### src/tick_timer.sv
`default_nettype none

module tick_timer (
	input  wire logic        node_clk,
	input  wire logic        rst,
	input  wire logic [15:0] tick_period_i,
	input  wire logic        reload_i,
	output logic             tick_irq_o
);

	// counts 1..period
	logic [15:0] cnt;
	logic [15:0] cnt_d;

	// ------------------------------
	// next count
	// ------------------------------

	// reload or wrap restarts at one
	// greater-or-equal covers a period shrinking below the count
	always_comb begin
		if (reload_i || cnt >= tick_period_i)
			cnt_d = 16'd1;
		else
			cnt_d = cnt + 16'd1;
	end

	// irq high while the count sits at the period
	always_ff @(posedge node_clk or posedge rst) begin
		if (rst) begin
			cnt <= '0;
			tick_irq_o <= 1'b0;
		end else begin
			cnt <= cnt_d;
			tick_irq_o <= (cnt_d == tick_period_i);
		end
	end

endmodule

`default_nettype wire

### config.mk
export PLATFORM = sky130hd
export DESIGN_NAME = tick_timer
export DESIGN_NICKNAME = d
export VERILOG_FILES = /design/src/tick_timer.sv
export SDC_FILE = /design/constraint.sdc
export NUM_CORES = 1
export LEC_CHECK = 0
export ABC_AREA = 1
export CORE_UTILIZATION = 52
export DETAILED_ROUTE_END_ITERATION = 8
export DONT_BUFFER_PORTS = 1
export MAX_ROUTING_LAYER = met4
export PLACE_DENSITY = 0.67
export SLEW_MARGIN = 10
export SYNTH_ARGS = -nofsm -noshare
export SYNTH_HDL_FRONTEND = slang
export SYNTH_SLANG_ARGS = --single-unit
export TNS_END_PERCENT = 5
### constraint.sdc
create_clock -name node_clk -period 3.19 [get_ports node_clk]
set_input_delay 0.638 -clock node_clk [delete_from_list [all_inputs] [get_ports node_clk]]
set_output_delay 0.638 -clock node_clk [all_outputs]
set_load 0.03 [all_outputs]
## Word level (Yosys, flattened, before mapping)

Index checks and enable logic that the tools add are counted.

- Bits in registers: 17
- Input port bits: 19
- Output and inout bits: 1

- Add/subtract/negate cells: 1
- Muxes and demuxes: 1
- Eq/ne operators: 1
- Reduce and logical (&&, ||, !) cells: 1
- $lt $le $gt $ge: 1

Operators by type and width:

| kind | count |
|---|---|
| $add 16x1->16 const B | 1 |
| $eq 16x16->1 | 1 |
| $ge 16x16->1 | 1 |
| $mux 16 | 1 |
| $logic_or 1x1->1 | 1 |

## Longest topological paths before layout

- Depth in word-level cells: 4
- Depth in mapped cells: 18

## Worst setup path after synthesis

OpenSTA, ideal clock, no wires.

- Kind: in2reg
- Start: input tick_period_i[13]
- End: register tick_irq_o
- Buffers on the path: 1
- Path slack: 1.088 ns
- Stages on the path: 14
- Arrival: 2.034 ns
- Path through: inv_1 ha_1 nand2_1 inv_1 o21ai_2 nand3_2 nor2_8 buf_6 nand4_1 nand2_1 nand2_1 nor2_2 nand2_1 nor2_2

- Cells in the longest elaborated chain, start to end: 4

RTL lines:

| element | RTL line | RTL |
|---|---|---|
| start, declared | 6 | `input wire logic [15:0] tick_period_i,` |
| $ge 16x16->1 | 22 | `if (reload_i \|\| cnt >= tick_period_i)` |
| $logic_or 1x1->1 | 22 |  |
| $mux 16 | 22 |  |
| $eq 16x16->1 * | 35 | `tick_irq_o <= (cnt_d == tick_period_i);` |
| end signal, assigned | 35 |  |
| end, declared | 8 | `output logic tick_irq_o` |

Every way passes the cells marked *; elsewhere a longest branch is shown, timed or not.

## Final worst setup path

- Start: register cnt[13]
- End: register tick_irq_o

- Cells in the longest elaborated chain, start to end: 4
- Elaborated cells on any way between the ends: 5

RTL lines:

| element | RTL line | RTL |
|---|---|---|
| start, declared | 12 | `logic [15:0] cnt;` |
| start signal, assigned | 34 | `cnt <= cnt_d;` |
| $ge 16x16->1 | 22 |  |
| $logic_or 1x1->1 | 22 |  |
| $mux 16 | 22 |  |
| net cnt_d[8] | 13 | `logic [15:0] cnt_d;` |
| $eq 16x16->1 | 35 |  |

The timed path passes the listed nets, and every way through them passes these cells.

==> summary.md <==
| Metric | Value |
|---|---|
| Status | `finished, final reports clean` |
| Antenna violation net count after detailed routing | `0` |
| Clock-pin transition on the worst setup and hold timing paths | `0.13 ns` |
| Synth-to-layout area growth | `2.46%` |
| Share of layout cells above drive strength 1 | `0.137` |
| Simple-Gate Fraction of Synth Area | `0.419` |
| Proportion of synthesized area in mux cells | `0` |
| PostCTS Resize Cnt | `0` |
| Final Instance Area | `0.00183 mm²` |
| Worst EP arrival | `2.48 ns` |
| H-tree levels | `1` |
| Worst reg-to-reg path cell count | `14` |
| CTS tree | `done` |
| Hpwl dp | `2920 µm` |
| Crit path buffers/inverters | `1` |
| Dpl cell area | `0.00180 mm²` |
| Post-Synth Adder-Cell Area | `0.119` |
| Pre-antenna DRT Iters | `4` |
| Clock skew | `0.0177 ns` |
| Core area | `0.00315 mm²` |
| First-pass GRT wire length | `6040 µm` |
| Tightest Pin Transition | `0.731 ns` |
| Cell family with most CP delay | `simple AND/OR/NAND/NOR gates` |
| Worst-path fanout max | `27` |
| Avg Cell Area, Syn | `6.80 µm²` |
| Synth Area in XOR/XNOR | `0.0485` |
| Syn nets | `298` |
| Hold Vio Cnt, Final | `0` |
| DR vias/cell | `4.88` |
| Ys async rst share | `1.00` |
| Synth Instances | `262` |
| Starting density of the core | `0.565` |
| Worst-Skew Late Latency | `0.31 ns` |
| DR DRC count | `0` |
| Final core occ | `0.579` |
| Routed wire length | `3760 µm` |
| Path type of the worst setup path | `reg2reg` |
| Ports | `20` |
| Grt ovf | `0` |
| Relative slew slack | `0.512` |
| DIE AREA | `0.00366 mm²` |
| #FFs+latches synth | `17` |
| Post-synthesis compound-gate area fraction | `0.0393` |
| TritonCTS Buffers | `3` |
| CP Capture Type | `flop` |
| Worst hold slack | `0.317 ns` |
| Num rows | `20` |
| Via count | `1,492` |
| Pleak | `0.00107 µW` |
| GP Congestion | `0.836` |
| Endpoints failing setup | `0` |
| Post-Synthesis Cell Area | `0.00178 mm²` |
| Setup_tns | `0 ns` |
| Post-synth cell types | `28` |
| Root buf cell | `clkbuf_4` |
| FMAX | `450 MHz` |
| Power Total | `443 µW` |
| Total GRT Usage | `0.235` |
| Most common cell after layout, fill and taps aside | `nand2_1` |
| Post-synthesis sequential area ratio | `0.239` |
| Tcrit/Tclk final | `0.696` |
| Largest net degree at the start of global routing | `28` |
| Ys flop type | `dfrtp_1` |
| Diode count | `0` |
| Final Max Slew Viols | `0` |
| Number of setup buffers added after CTS | `0` |
| Die Height | `60.5 µm` |
| Width of the chip | `60.5 µm` |
| Critical Path RT | `3.45 ns` |
| DRT iter0 DRCs | `86` |
| Crit path max-delay cell type | `dfrtp_1` |
| Most frequent cells in the layout | `76 x nand2_1, 46 x inv_1, 21 x nand3_1` |
| Layout Nets | `299` |
| Maxcap violations | `0` |
| Synth warn | `0` |
| Max VDD drop | `0.169 mV` |
| CTS Buffer Depth | `2` |
| Vias in the first global route | `1,297` |
| Critical path depth | `14` |
| CP Launch Type | `flop` |
| Crit-path cells | `ha_1 > nand2_1 > inv_1 > o21ai_2 > nand3_2 > nor2_8 > nand2_2 > nor2_2 > nand2_1 > nand2_1 > nand2_1 > nor2_1 > nand2_1 > nor2_2` |
| Crit path largest cell delay | `0.44 ns` |
| Pwr dens | `243 mW/mm²` |
| Hold buffer count at CTS | `0` |
| Worst hold path type | `in2async` |
| Port bufs | `0` |
| RSZ-0062 raised after global routing | `no` |
| Cell mode on critical path | `nand2_1` |
| Largest family of logic cells by synthesized area | `simple AND/OR/NAND/NOR gates` |
| Clock sinks | `17` |
| Initial antenna violation count | `0` |
| DR WL/cell | `12.3 µm` |
| Fin crit period | `2.22 ns` |
| Number of flops mapped to enable cells by yosys | `0` |
path summary, 6_finish.rpt:
check	slack, ns	to	from
max	0.97	tick_irq_o	cnt[13]
min	0.32	cnt[0]	rst
max reg2reg	0.97	tick_irq_o	cnt[13]
min reg2reg	0.59	cnt[0]	cnt[0]
max in group asynchronous	2.39	cnt[10]	rst
min in group node_clk	0.59	cnt[0]	cnt[0]
per-layer routing:
| layer | global-route usage | routed length, µm | vias up |
|---|---|---|---|
| met2 | 0.338 | 1590 | 15 |
| met5 | - | 0 | - |
| met4 | 0.0844 | 53 | 0 |
| met3 | 0.0256 | 112 | 4 |
| met1 | 0.340 | 2010 | 657 |
| li1 | - | - | 816 |
registers in the layout (all words and copies together), names as in the netlist:
name,cells
cnt,16
tick_irq_o,1
stage by stage:
step                worst slack (ns)  instances
floorplan                       1.09        262
global placement               0.733        302
detailed placement             0.720        302
CTS                            0.962        306
global route                   0.751        306
finish                         0.969        306
power by group:
group	leakage, µW	internal, µW	switching, µW	total [µW]
registers	0.000232	220	6.61	227
clock network	0.0000139	47.8	83.4	131
logic	0.000824	29.0	56.0	84.9
total	0.00107	297	146	443
synthesized netlist by cell type, types with 6 or more instances:
cell type,count,area [µm²]
nor2_2,7,43.8
nand2_1,76,285
dfrtp_1,17,425
nand2_2,6,37.5
ha_1,17,213
nor2_1,17,63.8
nand3_1,21,105
nand4_1,15,93.8
inv_1,46,173
inv_2,6,22.5
cell type report:
cell class	instances	area, µm²
fillers	334	1330
multi-input cells	188	1120
flip-flops and latches	17	425
inverters	53	199
well taps	44	55.1
clock buffers	3	22.5
clock inverters	1	7.51
cell families after synthesis:
kind of cell | Yosys count
compound gates | 10
buf+inv | 57
fa+ha+maj | 17
simple gates | 152
flops | 17
xor+xnor | 9
(Power assumes the default switching activity.)
