### src/soc_io_pkg.sv
`default_nettype none

package soc_io_pkg;

	// ------------------------------
	// bus structs
	// ------------------------------

	// request held stable by the requester until ack
	typedef struct packed {
		logic        cyc;
		logic        we;
		logic [3:0]  sel;
		logic [7:0]  tid;
		logic [31:0] padr;
		logic [31:0] data;
	} bus_req_t;

	// one-cycle response, all fields zero when idle
	typedef struct packed {
		logic        ack;
		logic        err;
		logic [7:0]  tid;
		logic [31:0] dat;
	} bus_resp_t;

	// responder channels
	typedef enum logic [2:0] {
		CH_NONE,
		CH_SCRATCH,
		CH_IOREG,
		CH_CONFIG,
		CH_UNMAPPED
	} io_chan_e;

	// ------------------------------
	// address map
	// ------------------------------

	// padr[31:24]
	localparam logic [7:0] SCRATCH_PAGE = 8'hFF;
	// padr[31:8]
	localparam logic [23:0] IOREG_PAGE = 24'hFEDFFF;
	// padr[31:28]
	localparam logic [3:0] CONFIG_NIBBLE = 4'hD;

	// register offsets inside the io page
	localparam logic [7:0] IOREG_LED_OFS = 8'h00;
	localparam logic [7:0] IOREG_RST_OFS = 8'h04;
	localparam logic [7:0] IOREG_TICK_OFS = 8'h08;

	// data returned when nothing answers in config space
	localparam logic [31:0] CONFIG_FILL = 32'hFFFF_FFFF;

endpackage

`default_nettype wire

### src/io_addr_decode.sv
`default_nettype none

module io_addr_decode (
	input  wire logic                 node_clk,
	input  wire logic                 rst,
	input  wire soc_io_pkg::bus_req_t req_i,
	output logic                      scr_start_o,
	output logic                      ioreg_start_o,
	output logic                      cfg_start_o,
	output logic                      unmapped_start_o
);
	import soc_io_pkg::*;

	logic     cyc_q;
	logic     new_req;
	io_chan_e chan;

	// cyc rising edge marks a new request
	assign new_req = req_i.cyc & ~cyc_q;

	// ------------------------------
	// address decode
	// ------------------------------

	// priority scratch > io regs > config > unmapped
	always_comb begin
		chan = CH_NONE;
		if (new_req) begin
			if (req_i.padr[31:24] == SCRATCH_PAGE)
				chan = CH_SCRATCH;
			else if (req_i.padr[31:8] == IOREG_PAGE)
				chan = CH_IOREG;
			else if (req_i.padr[31:28] == CONFIG_NIBBLE)
				chan = CH_CONFIG;
			else
				chan = CH_UNMAPPED;
		end
	end

	// strobes registered, one cycle after cyc rises
	always_ff @(posedge node_clk or posedge rst) begin
		if (rst) begin
			cyc_q <= 1'b0;
			scr_start_o <= 1'b0;
			ioreg_start_o <= 1'b0;
			cfg_start_o <= 1'b0;
			unmapped_start_o <= 1'b0;
		end else begin
			cyc_q <= req_i.cyc;
			scr_start_o <= (chan == CH_SCRATCH);
			ioreg_start_o <= (chan == CH_IOREG);
			cfg_start_o <= (chan == CH_CONFIG);
			unmapped_start_o <= (chan == CH_UNMAPPED);
		end
	end

	// only one responder may be started per cycle
	a_one_start: assert property (@(posedge node_clk) disable iff (rst)
		$onehot0({scr_start_o, ioreg_start_o, cfg_start_o, unmapped_start_o}));

endmodule

`default_nettype wire

### config.mk
export PLATFORM = sky130hd
export DESIGN_NAME = io_addr_decode
export DESIGN_NICKNAME = d
export VERILOG_FILES = /design/src/soc_io_pkg.sv /design/src/io_addr_decode.sv
export SDC_FILE = /design/constraint.sdc
export NUM_CORES = 1
export LEC_CHECK = 0
export ABC_AREA = 1
export BUFFER_PORTS_ARGS = -buffer_cell sky130_fd_sc_hd__buf_2
export CAP_MARGIN = 25
export CORE_MARGIN = 3
export CORE_UTILIZATION = 16
export DETAILED_ROUTE_END_ITERATION = 7
export GPL_ROUTABILITY_DRIVEN = 0
export PLACE_DENSITY = 0.74
export SETUP_SLACK_MARGIN = 0.5
export SLEW_MARGIN = 20
export SYNTH_ARGS = -nofsm -noshare
export SYNTH_HDL_FRONTEND = slang
export SYNTH_SLANG_ARGS = --single-unit
### constraint.sdc
create_clock -name node_clk -period 0.8 [get_ports node_clk]
set_input_delay 0.16 -clock node_clk [delete_from_list [all_inputs] [get_ports node_clk]]
set_output_delay 0.16 -clock node_clk [all_outputs]
set_load 0.05 [all_outputs]
* Yosys cells after proc, flatten, opt, wreduce, memory -nomap -nowiden
Cells that the tools add are included.
Cells by class: add/sub/neg operators 0, $mul 0, divide/modulo/power cells 0, $lt $le $gt $ge 0, equal/unequal tests 7, shift-type cells 0, multiplexer cells 4, bitwise operators 2, reductions and logical operators 0
Operator list (count):
- $eq 24x24->1 const B | 1
- $mux 3 | 4
- $eq 8x8->1 const B | 1
- $eq 3x2->1 const B | 2
- $eq 4x4->1 const B | 1
- $eq 3x1->1 const B | 1
- $eq 3x3->1 const B | 1
- $and 1x1->1 | 1
- $not 1->1 | 1
Word-level totals: flip-flop bits (word level) 5, latch bits 0, memory bits (writable) 0, memory bits (read-only) 0, input port bits 80, output and inout bits 4, word-level logic and storage cells 18, memories 0

* Depth between registers and ports, before layout
depth after elaboration 6, mapped depth 7, mapped depth without buffers 7

* Least setup slack after synthesis
OpenSTA, ideal clock, no wires.
kind reg2out, start point register cfg_start_o, end point output cfg_start_o, data arrival time 0.586 ns, data required time 0.640 ns, slack 0.054 ns, cell stages (with the launch flop) 1, buffers on the path 0, cell sequence dfrtp_1
RTL lines:
- start, declared | RTL line io_addr_decode.sv:9 | output logic cfg_start_o,
- start signal, assigned | RTL line io_addr_decode.sv:52 | cfg_start_o <= (chan == CH_CONFIG);
No word-level cell between the ends.

* Final worst setup path
start point register cfg_start_o, end point output cfg_start_o
No word-level cell between the ends.

==> flow_summary.yaml <==
timing:
  hold_viol: 5
  fin_crit_ps: 934
  min_period_over_period: 1.17
  finalClockSkew_ps: 0.102
  holdWs_ps: -194
  slew_headroom: 0.878
  slew_viol_final: 0
  setup_viol: 4
  setup_slack_ps: -134
  rsz0062_at_grt: "yes"
  clock.fmax_ghz: 1.07
  tightest_slew_ps: 183
critical_path:
  reg2reg_depth: 3
  slowest_delay_ps: 390
  critPathLaunchType: "flop"
  crit_arrival_ps: 770
  path_class: "flop to output pin"
  cp-startpoint: "cfg_start_o"
  critPathCaptureType: "output pin"
  worstPathRequired_ps: 640
  critical_path.cell_chain: "buf_6"
  r2r-start: "cyc_q"
  worst-path-buf-inv: 1
  reg2reg_slack_ps: 0
  crit_fanout: 1
  reg2reg_to: "unmapped_start_o"
  critPathSlowestCell: "dfrtp_2"
  setup.worst_path.end: "cfg_start_o"
  worst-path-stages: 1
  crit_family: "flip-flops"
outcome:
  status: "complete, but fails checks"
  violations: "hold timing, setup timing"
cells_and_area:
  final-instance-count-excl-fill: 92
  final_layout_size_suffix_gt1_frac: 0.632
  final_nets: 157
  area_delta_synth_final_pct: 95.5
  final_common_cell: "buf_2"
  final_cell_mix: "26 x buf_2, 13 x nand2_1, 5 x inv_1, 5 x nor2_1, 5 x buf_6"
  antenna_cells: 0
  fin_util: 0.346
synthesis:
  syn_nets: 121
  ys_seq_area_frac: 0.448
  synth_cells: 41
  netlist.area_leader.share: 0.448
  ys_seq_elements: 5
  synth_top_cell_by_area: "dfrtp_1"
  synthesis.area_um2: 279
  synth.distinct_cells: 9
  ys_warn_count: 0
  syn_avg_cell_area_um2: 6.81
  synthTopCellsByArea: "dfrtp_1 45%, nand2_1 20%, nor2_1 9.4%"
global_route:
  grt_pass1_vias: 337
  grt_first_pass_wirelength_mm: 1.19
  grt_overflow: 0
  grt_max_degree: 6
  antenna_found_initial: 0
  grt_usage: 0.0799
die:
  fp.dieW_um: 47.8
  die_y_um: 47.8
  core-area_um2: 1580
  start_util: 0.177
  io_pins: 84
  dieArea_um2: 2280
  fp-row-count: 14
cts:
  cts_tree: "built"
  clk_pin_slew_ps: 40
  cts_num_sinks: 5
  cts.path.max_buffers: 2
  htreeDepth: 1
  cts_buffers: 3
  cts-root-buf: "clkbuf_4"
  clk_latency_ps: 240
detailed_routing:
  wire_per_inst_um: 8.17
  num_vias: 376
  routed_via_density: 4.09
  post-route-drc-count: 0
  wl_um: 752
  drtPass1Iterations: 2
  ant_nets: 0
  drt-initial-drc-count: 4
power:
  p_per_area_nw_per_um2: 1260
  ir_worst_vdd_mv: 0.434
  p_leak_nw: 0.280
  total_power_uw: 686
job:
  maxCapViolations: 0
placement:
  port-buffer-count: 30
  dp_cells: 87
min_path:
  hp-class: "input port to asynchronous set/reset pin"
synthesized netlist by cell type:
cell     instances
nand4_1          3
nand2_1         15
inv_1            5
a21oi_1          1
nor2_1           7
nor2_2           3
nand3_1          1
dfrtp_1          5
nor3_1           1
where the power goes:
part / internal (mW) / switching, mW / leakage (nW)
Clock: 0.188 / 0.0965 / 0.0150
Sequential: 0.260 / 0.00473 / 0.0601
Combinational: 0.0715 / 0.0644 / 0.205
Total: 0.520 / 0.166 / 0.280
worst min path at each step:
stage                                  end  slack, ps  cells past startpoint
final                                cyc_q       -190                      2
after floorplan                      cyc_q        -60                      1
after global placement               cyc_q         60                      2
after detailed placement             cyc_q         60                      2
after global routing                 cyc_q       -180                      2
after CTS                 unmapped_start_o       -200                      2
per-layer routing:
layer / part of all wire / vias to the layer above / global-route usage
met5: 0 / - / 0
met4: 0.025 / 0 / 0.0968
met3: 0.17 / 2 / 0.0188
met2: 0.43 / 31 / 0.111
met1: 0.36 / 147 / 0.0903
li1: - / 196 / -
state kept, by name, summed over array words and instances, names as in the netlist:
name and flops:
cfg_start_o 1, cyc_q 1, ioreg_start_o 1, scr_start_o 1
unmapped_start_o 1
what timing repair did:
action                                  4_1_cts  5_1_grt
buffers inserted                              0        1
endpoints found under the setup margin        8        8
hold endpoints to repair                      5        5
gates resized for setup                       9        7
pin swaps                                     0        2
through the flow:
step	instance area, um2	hold WS, ps	setup TNS [ps]	worst slack [ps]
after floorplan	287	-61.8	0	92.0
after global placement	457	57.3	-11.0	-11.0
after detailed placement	457	61.7	-18.5	-18.4
after CTS	513	-196	-583	-146
after global routing	546	-175	-802	-156
final	546	-194	-532	-134
cell type report:
class | instances | area, um2
tap | 16 | 20.0
multi-input combinational | 31 | 164
sequential | 5 | 130
clock buffer | 4 | 26.3
fill | 183 | 1030
inverter | 5 | 18.8
timing repair buffer | 31 | 186
logic make-up (layout without fill, tap and decap cells):
| logic type | after synthesis | in the layout | synth area share |
|---|---|---|---|
| compound gates | 1 | 1 | 0.0179 |
| buf+inv | 5 | 40 | 0.0673 |
| flops | 5 | 5 | 0.448 |
| simple gates | 30 | 30 | 0.466 |
No activity file was read; power rests on OpenSTA's default activity.
