**src/soc_io_pkg.sv**
```systemverilog
`default_nettype none

package soc_io_pkg;

	// ------------------------------
	// bus structs
	// ------------------------------

	// request held stable by the requester until ack
	typedef struct packed {
		logic        cyc;
		logic        we;
		logic [3:0]  sel;
		logic [7:0]  tid;
		logic [31:0] padr;
		logic [31:0] data;
	} bus_req_t;

	// one-cycle response, all fields zero when idle
	typedef struct packed {
		logic        ack;
		logic        err;
		logic [7:0]  tid;
		logic [31:0] dat;
	} bus_resp_t;

	// responder channels
	typedef enum logic [2:0] {
		CH_NONE,
		CH_SCRATCH,
		CH_IOREG,
		CH_CONFIG,
		CH_UNMAPPED
	} io_chan_e;

	// ------------------------------
	// address map
	// ------------------------------

	// padr[31:24]
	localparam logic [7:0] SCRATCH_PAGE = 8'hFF;
	// padr[31:8]
	localparam logic [23:0] IOREG_PAGE = 24'hFEDFFF;
	// padr[31:28]
	localparam logic [3:0] CONFIG_NIBBLE = 4'hD;

	// register offsets inside the io page
	localparam logic [7:0] IOREG_LED_OFS = 8'h00;
	localparam logic [7:0] IOREG_RST_OFS = 8'h04;
	localparam logic [7:0] IOREG_TICK_OFS = 8'h08;

	// data returned when nothing answers in config space
	localparam logic [31:0] CONFIG_FILL = 32'hFFFF_FFFF;

endpackage

`default_nettype wire

```
**src/resp_merge.sv**
```systemverilog
`default_nettype none

module resp_merge #(
	parameter int TIMEOUT_CYCLES = 16
) (
	input  wire logic                  node_clk,
	input  wire logic                  rst,
	input  wire soc_io_pkg::bus_req_t  req_i,
	input  wire soc_io_pkg::bus_resp_t scr_resp_i,
	input  wire soc_io_pkg::bus_resp_t ioreg_resp_i,
	input  wire logic                  cfg_start_i,
	input  wire logic                  unmapped_start_i,
	output soc_io_pkg::bus_resp_t      resp_o
);
	import soc_io_pkg::*;

	localparam int CW = $clog2(TIMEOUT_CYCLES + 1);

	logic          cfg_busy;
	logic [CW-1:0] cfg_cnt;
	logic          cfg_ack;
	logic          unm_ack;
	bus_resp_t     cfg_resp;
	bus_resp_t     unm_resp;
	bus_resp_t     merged;
	logic          ack_q;
	logic          err_q;
	logic [7:0]    tid_q;
	logic [31:0]   dat_q;

	// ------------------------------
	// config timeout
	// ------------------------------

	// ack lands TIMEOUT_CYCLES after the start
	always_ff @(posedge node_clk or posedge rst) begin
		if (rst) begin
			cfg_busy <= 1'b0;
			cfg_cnt <= '0;
			unm_ack <= 1'b0;
		end else begin
			unm_ack <= unmapped_start_i;
			if (cfg_start_i) begin
				cfg_busy <= 1'b1;
				cfg_cnt <= CW'(TIMEOUT_CYCLES - 1);
			end else if (cfg_ack)
				cfg_busy <= 1'b0;
			else if (cfg_busy)
				cfg_cnt <= cfg_cnt - 1'b1;
		end
	end

	assign cfg_ack = cfg_busy && (cfg_cnt == '0);

	// tid comes from the held request
	always_comb begin
		cfg_resp = '0;
		unm_resp = '0;
		if (cfg_ack) begin
			cfg_resp.ack = 1'b1;
			cfg_resp.tid = req_i.tid;
			cfg_resp.dat = CONFIG_FILL;
		end
		// bus error
		if (unm_ack) begin
			unm_resp.ack = 1'b1;
			unm_resp.err = 1'b1;
			unm_resp.tid = req_i.tid;
		end
	end

	// ------------------------------
	// merge and register
	// ------------------------------

	// idle channels are all zero
	assign merged = scr_resp_i | ioreg_resp_i | cfg_resp | unm_resp;

	always_ff @(posedge node_clk or posedge rst) begin
		if (rst) begin
			ack_q <= 1'b0;
			err_q <= 1'b0;
		end else begin
			ack_q <= merged.ack;
			err_q <= merged.err;
		end
	end

	always_ff @(posedge node_clk) begin
		tid_q <= merged.tid;
		dat_q <= merged.dat;
	end

	always_comb begin
		resp_o.ack = ack_q;
		resp_o.err = err_q;
		resp_o.tid = tid_q;
		resp_o.dat = dat_q;
	end

	// OR merge is only valid with a single source at a time
	a_one_ack: assert property (@(posedge node_clk) disable iff (rst)
		$onehot0({scr_resp_i.ack, ioreg_resp_i.ack, cfg_ack, unm_ack}));

endmodule

`default_nettype wire

```
**config.mk**
```make
export PLATFORM = sky130hd
export DESIGN_NAME = resp_merge
export DESIGN_NICKNAME = d
export VERILOG_FILES = /design/src/soc_io_pkg.sv /design/src/resp_merge.sv
export SDC_FILE = /design/constraint.sdc
export NUM_CORES = 1
export LEC_CHECK = 0
export BUFFER_PORTS_ARGS = -buffer_cell sky130_fd_sc_hd__buf_4
export CAP_MARGIN = 20
export CORE_AREA = 2 2 81 83
export DETAILED_ROUTE_END_ITERATION = 8
export DIE_AREA = 0 0 83 85
export GPL_TIMING_DRIVEN = 1
export PLACE_DENSITY = 0.74
export SLEW_MARGIN = 0
export SYNTH_ARGS = -nofsm -noshare
export SYNTH_HDL_FRONTEND = slang
export SYNTH_SLANG_ARGS = --single-unit
```
**constraint.sdc**
```tcl
create_clock -name node_clk -period 2.05 [get_ports node_clk]
set_input_delay 0.3075 -clock node_clk [delete_from_list [all_inputs] [get_ports node_clk]]
set_output_delay 0.3075 -clock node_clk [all_outputs]
set_load 0.01 [all_outputs]
```
# Yosys cells after proc, flatten, opt, wreduce, memory -nomap -nowiden
# Index checks and enable logic that the tools add are counted.
[op_classes]
addsub = 1
n_eq_ne = 1
muxes = 8
n_bitwise = 3
n_reduce_logical = 5
[ops]
columns = ["cell", "n"]
rows = [
  ["$or A42 B42 Y42", 3],
  ["$mux W40", 1],
  ["$mux W5", 3],
  ["$mux W10", 1],
  ["$logic_not A5 Y1", 1],
  ["$sub A5 B1 Y5 const B", 1],
  ["$reduce_bool A2 Y1", 2],
  ["$mux W1", 3],
  ["$ne A2 B2 Y1 const B", 1],
  ["$reduce_and A2 Y1", 1],
  ["$logic_and A1 B1 Y1", 1],
]
[word_totals]
ff_bits = 49
output_inout_bits = 42
wordCells = 25

# Logic depth before layout (Yosys ltp)
# Gate-level depths: netlist (run 1).
[logic_depth]
ltp_word = 5
depth_mapped = 6
ltp_nobuf = 5

# Least setup slack after synthesis (run 1)
# No wires, ideal clock.
[synth_path]
path_type = "register to register"
start = "register cfg_cnt[2]"
end = "register cfg_cnt[3]"
setup_ns = 0.131
arrival_ns = 1.384
required_ns = 1.919
slack_ns = 0.535
stages_incl_launch_ff = 5
cell_sequence = "dfrtp_1 buf_6 or4b_4 o21ai_1 or3b_1"
[synth_via]
elab_chain_cells = 4
word_cells_on_any_way = 8
classes_between = "add/sub: 1; eq/ne: 1; mux: 3; reduce/logical: 3"
[synth_rtl]
columns = ["element", "line_no", "text"]
rows = [
  ["start, declared", "resp_merge.sv:20", "logic [CW-1:0] cfg_cnt;"],
  ["start signal, assigned", "resp_merge.sv:45", "cfg_cnt <= CW'(TIMEOUT_CYCLES - 1);"],
  ["start signal, assigned", "resp_merge.sv:49", "cfg_cnt <= cfg_cnt - 1'b1;"],
  ["$sub A5 B1 Y5 or $logic_not A5 Y1 (tied branches)", "resp_merge.sv:49, resp_merge.sv:53", ""],
  ["$mux W5 or $logic_and A1 B1 Y1 (tied branches)", "resp_merge.sv:48, resp_merge.sv:53", ""],
  ["$mux W5 or $ne A2 B2 Y1 (tied branches)", "--", ""],
  ["$mux W5 or $reduce_and A2 Y1 (tied branches)", "--", ""],
]
# Parallel ways exist; a longest one is shown, timed or not. The select of a mux whose other input is x is not followed.
# A chain may end at the register's enable or synchronous reset.

==> impl_summary.md, run 1 <==
Detailed routing
In this run, the number of DRC markers left after iteration 0 of detailed routing was 19. The vias after detailed routing is approximately 1400. The routed design has between 4000 and 5000 µm of wire. The number of optimization iterations in the first detailed-route pass is 4. After detailed routing, the average wire length per cell comes to around 13 µm.

Dividing the detail-routed via count by the number of cells gives 4.250. The post-route DRC violation count is 0. In this run the remaining antenna-violating nets after routing total 0.

Worst hold path
Along the worst hold path, the cell count comes to 1. The worst hold path begins at unmapped_start_i. The worst min-delay path class is input pin to flop.

Pwr
The total power consumption of the routed design is approximately 1.9 mW. Dividing total power by cell area gives a power density of between 600 and 700 mW/mm². The worst-case IR drop observed on VDD is 0.0003207 V. Summed over all cells, the static leakage comes to between 1 and 1.5 nW.

Timing
Hold is met by ~0.12 ns. The maximum clock frequency is 564.2 MHz. After routing, the total negative slack on setup checks comes to 0 ns. The number of endpoints with negative hold slack in the final report is 0. The pin slew with the least headroom to its limit is 0.8631 ns.

The clock period minus final worst setup slack is ~1.8 ns. Setup repair after global routing left no endpoint under its margin. Dividing the final minimum period by the clock period gives 86.45%. Across all setup checks in the final design, the least slack found is ~0.28 ns. Measured against its own limit, the worst slew margin works out to 41.83%. The max-slew violation total from the final report was 0.

The worst clock skew on the final layout is approximately 0.0063 ns. The total setup violations reported at the end of the flow is 0.

Placement
The pre-CTS setup slack is about 0.25 ns. The post-detailed-placement half-perimeter wirelength is around 3500 µm. During placement, the flow inserted port buffers numbering roughly 140. The final weighted congestion in routability-driven placement is 0.7565.

Critical path
For this design, the slowest cell found on the critical path is o41ai_2. The count of cells along the worst register-to-register path is 5. The setup path with the least slack is of type flop to flop. The largest single stage delay on the critical path is just over 0.7 ns. The start point of the critical path is cfg_cnt[0]. The minimum setup slack among reg-to-reg paths is 0.28 ns. The critical path crosses 5 cells after its start point. STA classifies the critical path endpoint as a flop. In this run the worst path has a maximum fanout of 9. The worst flop-to-flop path startpoint is cfg_cnt[0].

The signal on the critical path passes through inv_1, ha_1, nand2_1, o41ai_2, a211o_1. The number of buffer and inverter stages on the critical path is 1. STA classifies the critical path startpoint as a flop. The required time at the endpoint of the critical path is about 2.3 ns. The arrival time of data at the critical path endpoint is roughly 2.0 ns. The cell family with the largest share of critical-path delay is compound AO/OA/AOI/OAI gates.

Logic synthesis
The net count after synthesis is around 290. The number of storage elements in the synthesis netlist is 49. The netlist uses 24 different library cells. Synthesis produced a netlist whose cell count is between 100 and 150. A synthesized cell averages about 12 µm². The Yosys step of the flow raised 0 warnings. The mapped netlist covers approximately 0.0015 mm². For this run, the register share of the synthesized area comes to approximately 67%.

Global routing
The number of global-route vias before repair came to about 1600. The first-pass GRT wire length is around 6800 µm. The overall routing resource usage is about 12%. After global routing the overflow that remains totals 0.

The initial antenna violation count is 0. The largest net degree at the start of global routing is 33.

Final layout
After filler insertion, the fill cell instance count of the layout stands at a little under 600. The area overhead of the layout relative to synthesis is 78.33%. The number of diodes is 0. The post-route core utilization is 43.80%. In the layout the commonest cells are 138 x buf_4, 40 x dfxtp_1, 34 x or3_1, 9 x dfrtp_1, 8 x a211o_1. The most common cell after layout, fill and taps aside is buf_4. The final net count is 430. The post-route netlist has 55.89% of its cells at a drive strength greater than 1.

Floorplanning
The number of core rows is 29. The floorplan step defined a core boundary enclosing around 0.0062 mm². The floorplan die area is roughly 0.0071 mm². The starting density of the core is 24.56%.

Measured along the y axis, the die boundary spans roughly 85 µm. The overall die width is between 80 and 90 µm. Pin placement for this block handled 208 I/O pins.

Flow run
The number of violations of the max-capacitance limit is 0.

CTS
Clock tree synthesis found a total of between 40 and 50 sinks. The clock reaches the later pin of the worst-skew pair after 0.29 ns. The root cell of the clock tree is clkbuf_8. The post-cts repair resize count is 0. Post-CTS timing repair inserted 0 buffers for setup.

Buffers inserted to repair hold after CTS numbered 1. The CTS buffer count is 5. The clock passes through at most 2 buffers. In this run the number of H-tree levels came out at 2. After clock tree synthesis, the clock-pin slew on the worst setup and hold paths is about 0.08 ns. TritonCTS built the clock tree.

Status
The flow ran to the end, and the final reports show no timing, DRC or antenna violations.
logic make-up (layout without fill, tap and decap cells):
logic type      after synthesis  in the layout  share of synthesized area [%]
flops                        49             49                          67.32
simple gates                 49             49                          20.03
compound gates               12             12                          6.814
buf+inv                      11            150                          3.694
mux                           2              2                          1.314
fa+ha+maj                     1              1                         0.8209
cell usage after synthesis:
library cell / instances / area (µm²)
dfxtp_1: 40 / 800.8
or3_1: 34 / 212.7
dfrtp_1: 9 / 225.2
a211o_1: 8 / 70.07
clkbuf_1: 4 / 15.01
inv_1: 4 / 15.01
nor2_1: 4 / 15.01
buf_4: 2 / 15.01
mux2i_1: 2 / 20.02
nand2b_1: 2 / 12.51
nor3_1: 2 / 10.01
a21oi_1: 1 / 5.000
buf_6: 1 / 11.26
ha_1: 1 / 12.51
nand2_1: 1 / 3.750
nor2b_1: 1 / 6.260
nor3b_1: 1 / 7.510
nor4_1: 1 / 6.260
nor4b_1: 1 / 8.760
o21ai_1: 1 / 5.000
o31ai_1: 1 / 7.510
o41ai_2: 1 / 16.27
or3b_1: 1 / 8.760
or4b_4: 1 / 13.76
path summary, 6_finish.rpt:
kind | to
worst min-delay path | unm_ack
max in group asynchronous | cfg_cnt[4]
worst max-delay path | tid_q[3]
worst min register to register | err_q
worst max register to register | tid_q[3]
min in group asynchronous | ack_q
power breakdown:
group          leakage (nW)  switching [mW]  internal, mW  total (mW)
clock                0.0443           0.292         0.268       0.560
combinational         0.819          0.0863         0.193       0.279
sequential            0.426          0.0169          1.00        1.02
total                  1.29           0.395          1.46        1.86
state kept, by name (all words and copies together), names as in the netlist:
| register | flops |
|---|---|
| ack_q | 1 |
| unm_ack | 1 |
| err_q | 1 |
| cfg_cnt | 5 |
| dat_q | 32 |
| tid_q | 8 |
| cfg_busy | 1 |
layer usage:
| layer | track usage, % | up-vias | part of all wire [%] | routed length [µm] |
|---|---|---|---|---|
| li1 | - | 709 | - | - |
| met4 | 4.620 | 0 | 1.8 | 78 |
| met2 | 20.31 | 107 | 47 | 2036 |
| met3 | 6.809 | 8 | 14 | 614 |
| met1 | 12.55 | 621 | 37 | 1589 |
| met5 | 0 | - | 0 | 0 |
layout make-up:
type,count,area [µm²],area share [%]
Clock buffer,7,86.33,3.177
Inverter,4,15.01,0.5525
Multi-Input combinational cell,64,447.9,16.48
Sequential cell,49,1026,37.75
Tap cell,77,96.34,3.545
Timing Repair Buffer,139,1046,38.49
through the flow:
| step | instances | instance area (µm²) |
|---|---|---|
| CTS | 340 | 2718 |
| global placement | 332 | 2621 |
| detailed placement | 332 | 2621 |
| floorplan | 124 | 1524 |
| global route | 340 | 2718 |
| finish | 340 | 2718 |
(Power assumes the default switching activity.)
==> inputs of run 2 (changes only) <==
--- a/config.mk
+++ b/config.mk
@@ -7,11 +7,12 @@
 export LEC_CHECK = 0
 export BUFFER_PORTS_ARGS = -buffer_cell sky130_fd_sc_hd__buf_4
 export CAP_MARGIN = 20
-export CORE_AREA = 2 2 81 83
+export CORE_AREA = 2 2 80 82
+export CTS_BUF_LIST = sky130_fd_sc_hd__clkbuf_4 sky130_fd_sc_hd__clkbuf_8
 export DETAILED_ROUTE_END_ITERATION = 8
-export DIE_AREA = 0 0 83 85
+export DIE_AREA = 0 0 82 84
 export GPL_TIMING_DRIVEN = 1
-export PLACE_DENSITY = 0.74
+export PLACE_DENSITY = 0.75
 export SLEW_MARGIN = 0
 export SYNTH_ARGS = -nofsm -noshare
 export SYNTH_HDL_FRONTEND = slang
==> run 2 against run 1 <==
  * Clock-buffer cell count stayed put
  * Cell area grew 0.69%
  * Largest cell class unchanged
  * Total power increased by 2.9%
  * Via count up 2.2%
  * Highest routed layer unchanged
  * Non-clock buffer count stayed put
==> impl_summary.md, run 2 (synthesized netlist as in run 1, its figures left out) <==
Critical path
STA classifies the critical path startpoint as a flop. The critical path in this run is classified as flop to flop. The endpoint of the lowest-slack register-to-register path is tid_q[6].

The worst setup path is captured at a flop. Along the worst path, the maximum fanout reaches 9. In this run the critical register-to-register path is launched from cfg_cnt[0]. The count of cells along the worst register-to-register path is 5.

For the worst setup path, the data required time is about 2.3 ns. The worst register-to-register path has a setup slack of around 0.2 ns. The arrival time of data at the critical path endpoint is 2.09 ns.

Pwr
The part of the total power dissipated in the clock network is ~32%. The internal power is approximately 1.5 mW. Combinational logic burns between 10% and 20% of the power. The standby leakage power is around 1.3 nW. The power density over the cells is between 600 and 700 mW/mm². The switching share of power is between 20% and 30%. The total power consumption of the routed design is about 1.9 mW. VDD sags by at most ~0.00043 V. The register share of total power is a little over half. The switching power summed over all nets is between 0.4 and 0.5 mW.

Timing
The max-slew violation total from the final report is 0. The relative slew slack is 37.69%. The number of endpoints with negative hold slack in the final report is 0. The setup TNS is 0 ns. Setup repair after global routing left no endpoint under its margin. The worst hold slack after final layout is 0.1177 ns. The final critical-path setup slack is between 0.2 and 0.25 ns. The post-route clock period utilization is 90.22%. Clock skew on the completed layout was measured at between 0.006 and 0.007 ns. Timing would allow up to around 540 MHz. For the pin with the worst max-slew slack, the measured transition is approximately 0.92 ns. The total setup violations reported at the end of the flow is 0. The clock period minus final worst setup slack is 1.849 ns.

Placement
The final weighted congestion in routability-driven placement is roughly 0.72. The placed instances occupy a cell area of around 0.0026 mm². Timing analysis after detailed placement gives a worst setup slack of around 0.19 ns.

In this run the tool buffered the top-level ports with 137 buffer cells.

Global routing
The first global-routing pass estimated 6230 µm of wire. The aggregate global routing overflow is 0. The initial antenna violation count is 0. The number of global-route vias before repair came to ~1500.

The overall routing resource usage is 11.92%. The largest net degree at the start of global routing is 33.

Final layout
The repair_antennas step left the layout with diodes totalling 0. The area growth from synthesis to layout is 79.56%. For this run, the post-layout net count is 430. In the layout the commonest cells are 138 x buf_4, 40 x dfxtp_1, 34 x or3_1, 9 x dfrtp_1, 8 x a211o_1. The most common cell after layout, fill and taps aside is buf_4.

The filler cells instantiated in the layout total approximately 600. The largest registers in the layout are dat_q: 32 flops, tid_q: 8 flops, cfg_cnt: 5 flops. The layout cell share with drive strength beyond 1 is a little under three fifths. The register bank with the most flops is dat_q. Summing all non-filler instances in the final layout gives an area of about 0.0027 mm². The register with the most flip-flops in the layout has 32 of them.

Detailed routing
The detailed router placed roughly 1500 vias in this run. The pre-antenna-repair detailed-routing pass consisted of 4 iterations. The post-detailed-route wirelength per cell is 12.01 µm.

The via-per-instance ratio is about 4.3. The number of DRC markers in iteration 0 is 5. The antenna violation net count after detailed routing is 0. The sum of routed wire length over all layers is roughly 4100 µm. In the routed design, unresolved DRC markers number 0.

Status
The flow ran to the end, and the final reports show no timing, DRC or antenna violations.

CTS
TritonCTS built the clock tree. The number of sinks driven by the clock tree is slightly below 50. The clock insertion delay at the later pin of the skew report is between 0.2 and 0.3 ns. The clock passes through at most 2 buffers. The clock-pin slew of the registers on the worst-case setup and hold paths is 0.09 ns. The H-tree was split into 2 levels. The post-cts repair resize count is 0.

In this run the clock root is driven by a clkbuf_8. TritonCTS created 5 clock buffers.

Worst hold path
The number of cells on the worst hold path is 1. The tightest min-delay check is of the input pin to flop type. The path with the worst hold slack has its endpoint at unm_ack. The startpoint identified for the worst hold timing path is unmapped_start_i.

Flow run
The number of violations of the max-capacitance limit is 0.

Floorplanning
The number of core rows is 29. between 200 and 250 I/O pins were placed. The core footprint is between 0.006 and 0.007 mm².

The floorplan step defined a die boundary enclosing roughly 0.007 mm². The die is around 80 µm wide. Once the floorplan was initialized, standard cells occupied around a quarter of the core. The die outline height is roughly 84 µm.
run 2: changes by cell type in the layout (fill, tap and decap cells not counted), sizes merged:
cell and change:
inv +1
run 2: layout make-up:
class	count	area [µm²]	area share, %
Sequential cell	49	1026	37.49
Multi-Input combinational cell	64	447.9	16.37
Clock buffer	7	96.34	3.521
Tap cell	77	96.34	3.521
Timing Repair Buffer	139	1046	38.23
Inverter	4	15.01	0.5487
Clock inverter	1	8.758	0.3201
run 2: metal layers:
layer / up-vias / track usage (%) / part of all wire [%]
li1: 711 / - / -
met1: 665 / 10.85 / 32
met2: 99 / 21.36 / 51
met3: 2 / 7.576 / 16
met4: 0 / 3.182 / 0.44
met5: - / 0 / 0
run 2: repair_timing:
item	4_1_cts	5_1_grt
hold buffers	1	0
buffers inserted	0	0
hold endpoints to repair	9	0
endpoints found under the setup margin	0	0
run 2: worst max path at each step:
stage                     startpoint          to  cells past startpoint
final                     cfg_cnt[0]    tid_q[6]                      5
after global routing      cfg_cnt[0]    tid_q[6]                      5
after CTS                 cfg_cnt[0]    tid_q[6]                      5
after detailed placement  cfg_cnt[0]    tid_q[6]                      5
after global placement    cfg_cnt[0]    tid_q[7]                      5
after floorplan           cfg_cnt[2]  cfg_cnt[3]                      4
run 2: power by group through the flow:
stage | combinational, mW | sequential [mW] | clock [mW]
after CTS | 0.284 | 1.02 | 0.650
final | 0.279 | 1.02 | 0.616
after global placement | 0.275 | 1.04 | 0
after floorplan | 0.0518 | 1.06 | 0
after detailed placement | 0.282 | 1.04 | 0
after global routing | 0.304 | 1.02 | 0.683
run 2: critical path, cell delays in order, from the launching register on:
cell     delay [ns]
dfrtp_1        0.40
inv_1          0.09
ha_1           0.17
nand2_1        0.13
o41ai_2        0.76
a211o_1        0.24
run 2: per-stage QoR:
step                util, %  cells
floorplan                 -    124
global placement      43.00    332
detailed placement    43.00    332
CTS                   44.89    341
global route          44.89    341
finish                44.89    341
==> inputs of run 3 (changes only) <==
--- a/config.mk
+++ b/config.mk
@@ -5,14 +5,17 @@
 export SDC_FILE = /design/constraint.sdc
 export NUM_CORES = 1
 export LEC_CHECK = 0
+export ABC_AREA = 1
 export BUFFER_PORTS_ARGS = -buffer_cell sky130_fd_sc_hd__buf_4
 export CAP_MARGIN = 20
-export CORE_AREA = 2 2 80 82
+export CORE_AREA = 2 2 81 83
 export CTS_BUF_LIST = sky130_fd_sc_hd__clkbuf_4 sky130_fd_sc_hd__clkbuf_8
+export CTS_CLUSTER_DIAMETER = 50
 export DETAILED_ROUTE_END_ITERATION = 8
-export DIE_AREA = 0 0 82 84
+export DIE_AREA = 0 0 83 85
 export GPL_TIMING_DRIVEN = 1
-export PLACE_DENSITY = 0.75
+export PLACE_DENSITY = 0.76
+export SETUP_SLACK_MARGIN = 0.3
 export SLEW_MARGIN = 0
 export SYNTH_ARGS = -nofsm -noshare
 export SYNTH_HDL_FRONTEND = slang
==> run 3 against run 2 <==
  * Flip-flop and latch count stayed put
  * Core utilization is 0.87 points higher
  * Total power is 2.0% lower
  * Non-clock buffer count stayed put
  * Register-to-register slack better by 0.38 ns
  * Synthesized cell count is 49% higher
  * Synthesized area is 7.6% higher
  * Sequential share of layout area is 1.4 points lower
  * Cell count is 19% higher
  * Critical path depth stayed put
  * Clock-buffer cell count is 1 lower
  * Critical path type unchanged
  * Largest cell class unchanged
==> impl_summary.md, run 3 <==
Placement
The final weighted congestion in routability-driven placement is between 0.6 and 0.7. The HPWL after detailed placement is around 3700 µm. Once placement finished, the instance area stood at 0.002724 mm². Input and output buffers added on the ports amount to around 140. Prior to clock tree synthesis, the placed netlist has a worst setup slack of 0.3782 ns.

Critical path
The worst flop-to-flop path startpoint is cfg_cnt[0]. In this run the worst path has a maximum fanout of 12. The kind of start point of the critical path is a flop. The required time at the endpoint of the critical path is 2.29 ns.

The critical path class is flop to flop. STA classifies the critical path endpoint as a flop. For the worst setup path, the data arrival time is about 1.7 ns. The minimum setup slack among reg-to-reg paths is between 0.5 and 0.6 ns.

The endpoint of the lowest-slack register-to-register path is dat_q[27]. The count of cells along the worst register-to-register path is 5.

Detailed routing
The post-route DRC violation count is 0. The via-per-instance ratio is about 4.2. The met1 wire length is between 1500 and 2000 µm. The count of nets left with antenna violations once routing finished came out at 0. The met3 wire length is between 400 and 500 µm. The length of routed met2 wiring is ~2500 µm. The number of DRC markers in iteration 0 is 33.

Routed signal wires occupy layers up through met4. The number of optimization iterations in the first detailed-route pass is 6. For this block, the routed nets add up to approximately 4800 µm of wire.

The vias after detailed routing is ~1700. The post-detailed-route wirelength per cell is ~12 µm.

CTS
The TritonCTS clock tree is done. The CTS buffer count is 5. Once the clock tree was built, the setup fixing pass inserted 0 buffers. CTS built an H-tree with a depth of 2. The root cell of the clock tree is clkbuf_8. The later pin in the worst-skew pair is clocked with a latency of ~0.29 ns. The clock-pin slew of the registers on the worst-case setup and hold paths is 0.09 ns. CTS saw 49 sinks. The maximum root-to-sink buffer count is 2.

Logic synthesis
The number of enable-type register cells in the synthesized netlist is 0. The average size of a mapped cell is roughly 8.9 µm². When the netlist entered floorplanning its net count stood at about 350. By count the netlist is led by 58 x nand2_1, 43 x nor2_1, 40 x dfxtp_1. The number of distinct standard cells referenced by the synthesized netlist is 16. The synthesized netlist cell count is about 190. Sorting the synthesized cells by area gives the leading types as dfxtp_1 49%, dfrtp_1 14%, nand2_1 13%. After synthesis, the largest area contributor takes up between 40% and 50% of total cell area. The netlist area before placement is around 0.0016 mm². The prevailing post-synth register cell is dfxtp_1. The total of warnings raised by yosys is 0. The cell with the most instances after synthesis is nand2_1. The number of storage elements in the synthesis netlist is 49. The library cell occupying the most area in the post-synthesis netlist is dfxtp_1. The share of synthesized flip-flops with an asynchronous set or reset is between 10% and 20%. The share of the Yosys chip area taken by registers is between 60% and 70%.

Global routing
The overall routing resource usage is about an eighth. The number of global-route vias before repair is between 1500 and 2000. Entering global routing, the biggest net connects 25 pins. The initial antenna violation count came to 0.

The first-pass GRT wire length is ~7500 µm. The aggregate global routing overflow is 0.

Timing
The max-slew violation total from the final report is 0. Headroom to the max-slew limit came out at between 70% and 80%. The number of endpoints with negative hold slack in the final report was 0. Setup slack on the critical path of the routed design comes to 0.5783 ns.

The worst hold slack after final layout is roughly 0.12 ns. The maximum clock frequency is 679.5 MHz. Setup violations remaining at the end of the flow were counted as 0. Subtracting the final worst setup slack from the clock period gives about 1.5 ns. The worst clock skew on the final layout is 0.008350 ns. The setup TNS is 0 ns. The pin slew with the least headroom to its limit is around 0.42 ns. The worst path uses 71.79% of the clock period. Setup repair after global routing left no endpoint under its margin.

Pwr
IR analysis of the VDD net gives a maximum drop of ~0.00033 V. Summing internal, switching and leakage power gives ~1.9 mW. In this run the power density over the cells is roughly 660 mW/mm². The standby leakage power is 1.433 nW.

Final layout
The area growth from synthesis to layout is 73.07%. The flip-flop count of the largest register after layout is 32. The final-layout fill cell count is 620.

The register bank with the most flops is dat_q. The library cells used most frequently in the layout, excluding fill and tap cells, are 138 x buf_4, 58 x nand2_1, 43 x nor2_1, 40 x dfxtp_1, 11 x nand3_1. The largest registers in the layout are dat_q: 32 flops, tid_q: 8 flops, cfg_cnt: 5 flops.

After the last flow step, the layout net total stands at roughly 490. The area taken by multi-input logic gates is 546.8 µm². In the final layout, flip-flops and latches occupy between 0.001 and 0.0015 mm². The most common cell after layout, fill and taps aside is buf_4.

After routing the design area is between 0.002 and 0.003 mm². The repair_antennas step left the layout with diodes totalling 0. The layout cell share with drive strength beyond 1 is a little under half.

Worst hold path
Counting instances, the worst hold path has a depth of 1. The min-delay analysis places its worst path in the category input pin to flop. The source of the worst hold timing path is unmapped_start_i. The endpoint with the worst hold slack is unm_ack.

Floorplanning
The I/O pin count is 208. The floorplan has 29 rows. The floorplan die area is around 0.007 mm². From bottom edge to top edge, the die measures 85 µm. The overall die width is between 80 and 90 µm. The initial utilization of the core area, before any placement, comes to 26.44%. The core footprint is 0.006205 mm².

Flow run
The number of violations of the max-capacitance limit is 0.

Status
The flow ran to the end, and the final reports show no timing, DRC or antenna violations.
[run 3: how the worst max path moves through the flow]
stage	start	end	slack, ns	depth (start not counted)
final	cfg_cnt[0]	dat_q[27]	0.58	5
after floorplan	cfg_cnt[0]	cfg_cnt[3]	0.87	7
after global routing	cfg_cnt[0]	dat_q[14]	0.41	5
after detailed placement	cfg_cnt[0]	dat_q[27]	0.38	5
after CTS	cfg_cnt[0]	dat_q[27]	0.35	5
after global placement	cfg_cnt[0]	dat_q[21]	0.44	5
[run 3: repair_timing]
| item | in CTS | in global routing |
|---|---|---|
| setup endpoints to repair | 0 | 19 |
| hold buffers | 1 | 0 |
| resized for setup | 0 | 1 |
| hold endpoints to repair | 9 | 0 |
[run 3: logic make-up (layout without fill, tap and decap cells)]
group,count (synthesis),count (layout),synth area share (%)
and+or+nand+nor,121,122,31.65
adders and majority gates,1,1,0.7627
DFF,49,49,62.55
buffers and inverters,14,156,5.034
[run 3: per-stage QoR]
step | std cells | util, %
2_1_floorplan | 185 | -
3_3_place_gp | 395 | 43.90
3_5_place_dp | 395 | 43.90
4_1_cts | 404 | 45.51
5_1_grt | 405 | 45.76
6_report | 405 | 45.76
[run 3: where the power goes]
part           switching [mW]  internal (mW)  total, mW
sequential             0.0156           1.00       1.02
clock                   0.302          0.256      0.559
combinational           0.107          0.192      0.299
total                   0.425           1.45       1.88
[run 3: worst max-delay path, stage by stage, from the launching register on]
cell     delay (ns)
dfrtp_1        0.40
inv_1          0.12
ha_2           0.30
nand4_4        0.26
buf_4          0.27
nand2_1        0.06
[run 3: final cells by class]
type / count / share of cell area, %
clock buffers: 6 / 2.688
clock inverters: 2 / 0.4848
inverters: 9 / 1.190
multi-input cells: 123 / 19.26
flip-flops and latches: 49 / 36.14
well taps: 77 / 3.394
repair buffers: 139 / 36.84
[run 3: metal layers]
metal	GRT usage, %	vias to the layer above
met3	5.058	2
met5	0	-
met2	24.12	89
met4	2.235	0
li1	-	844
met1	13.80	759
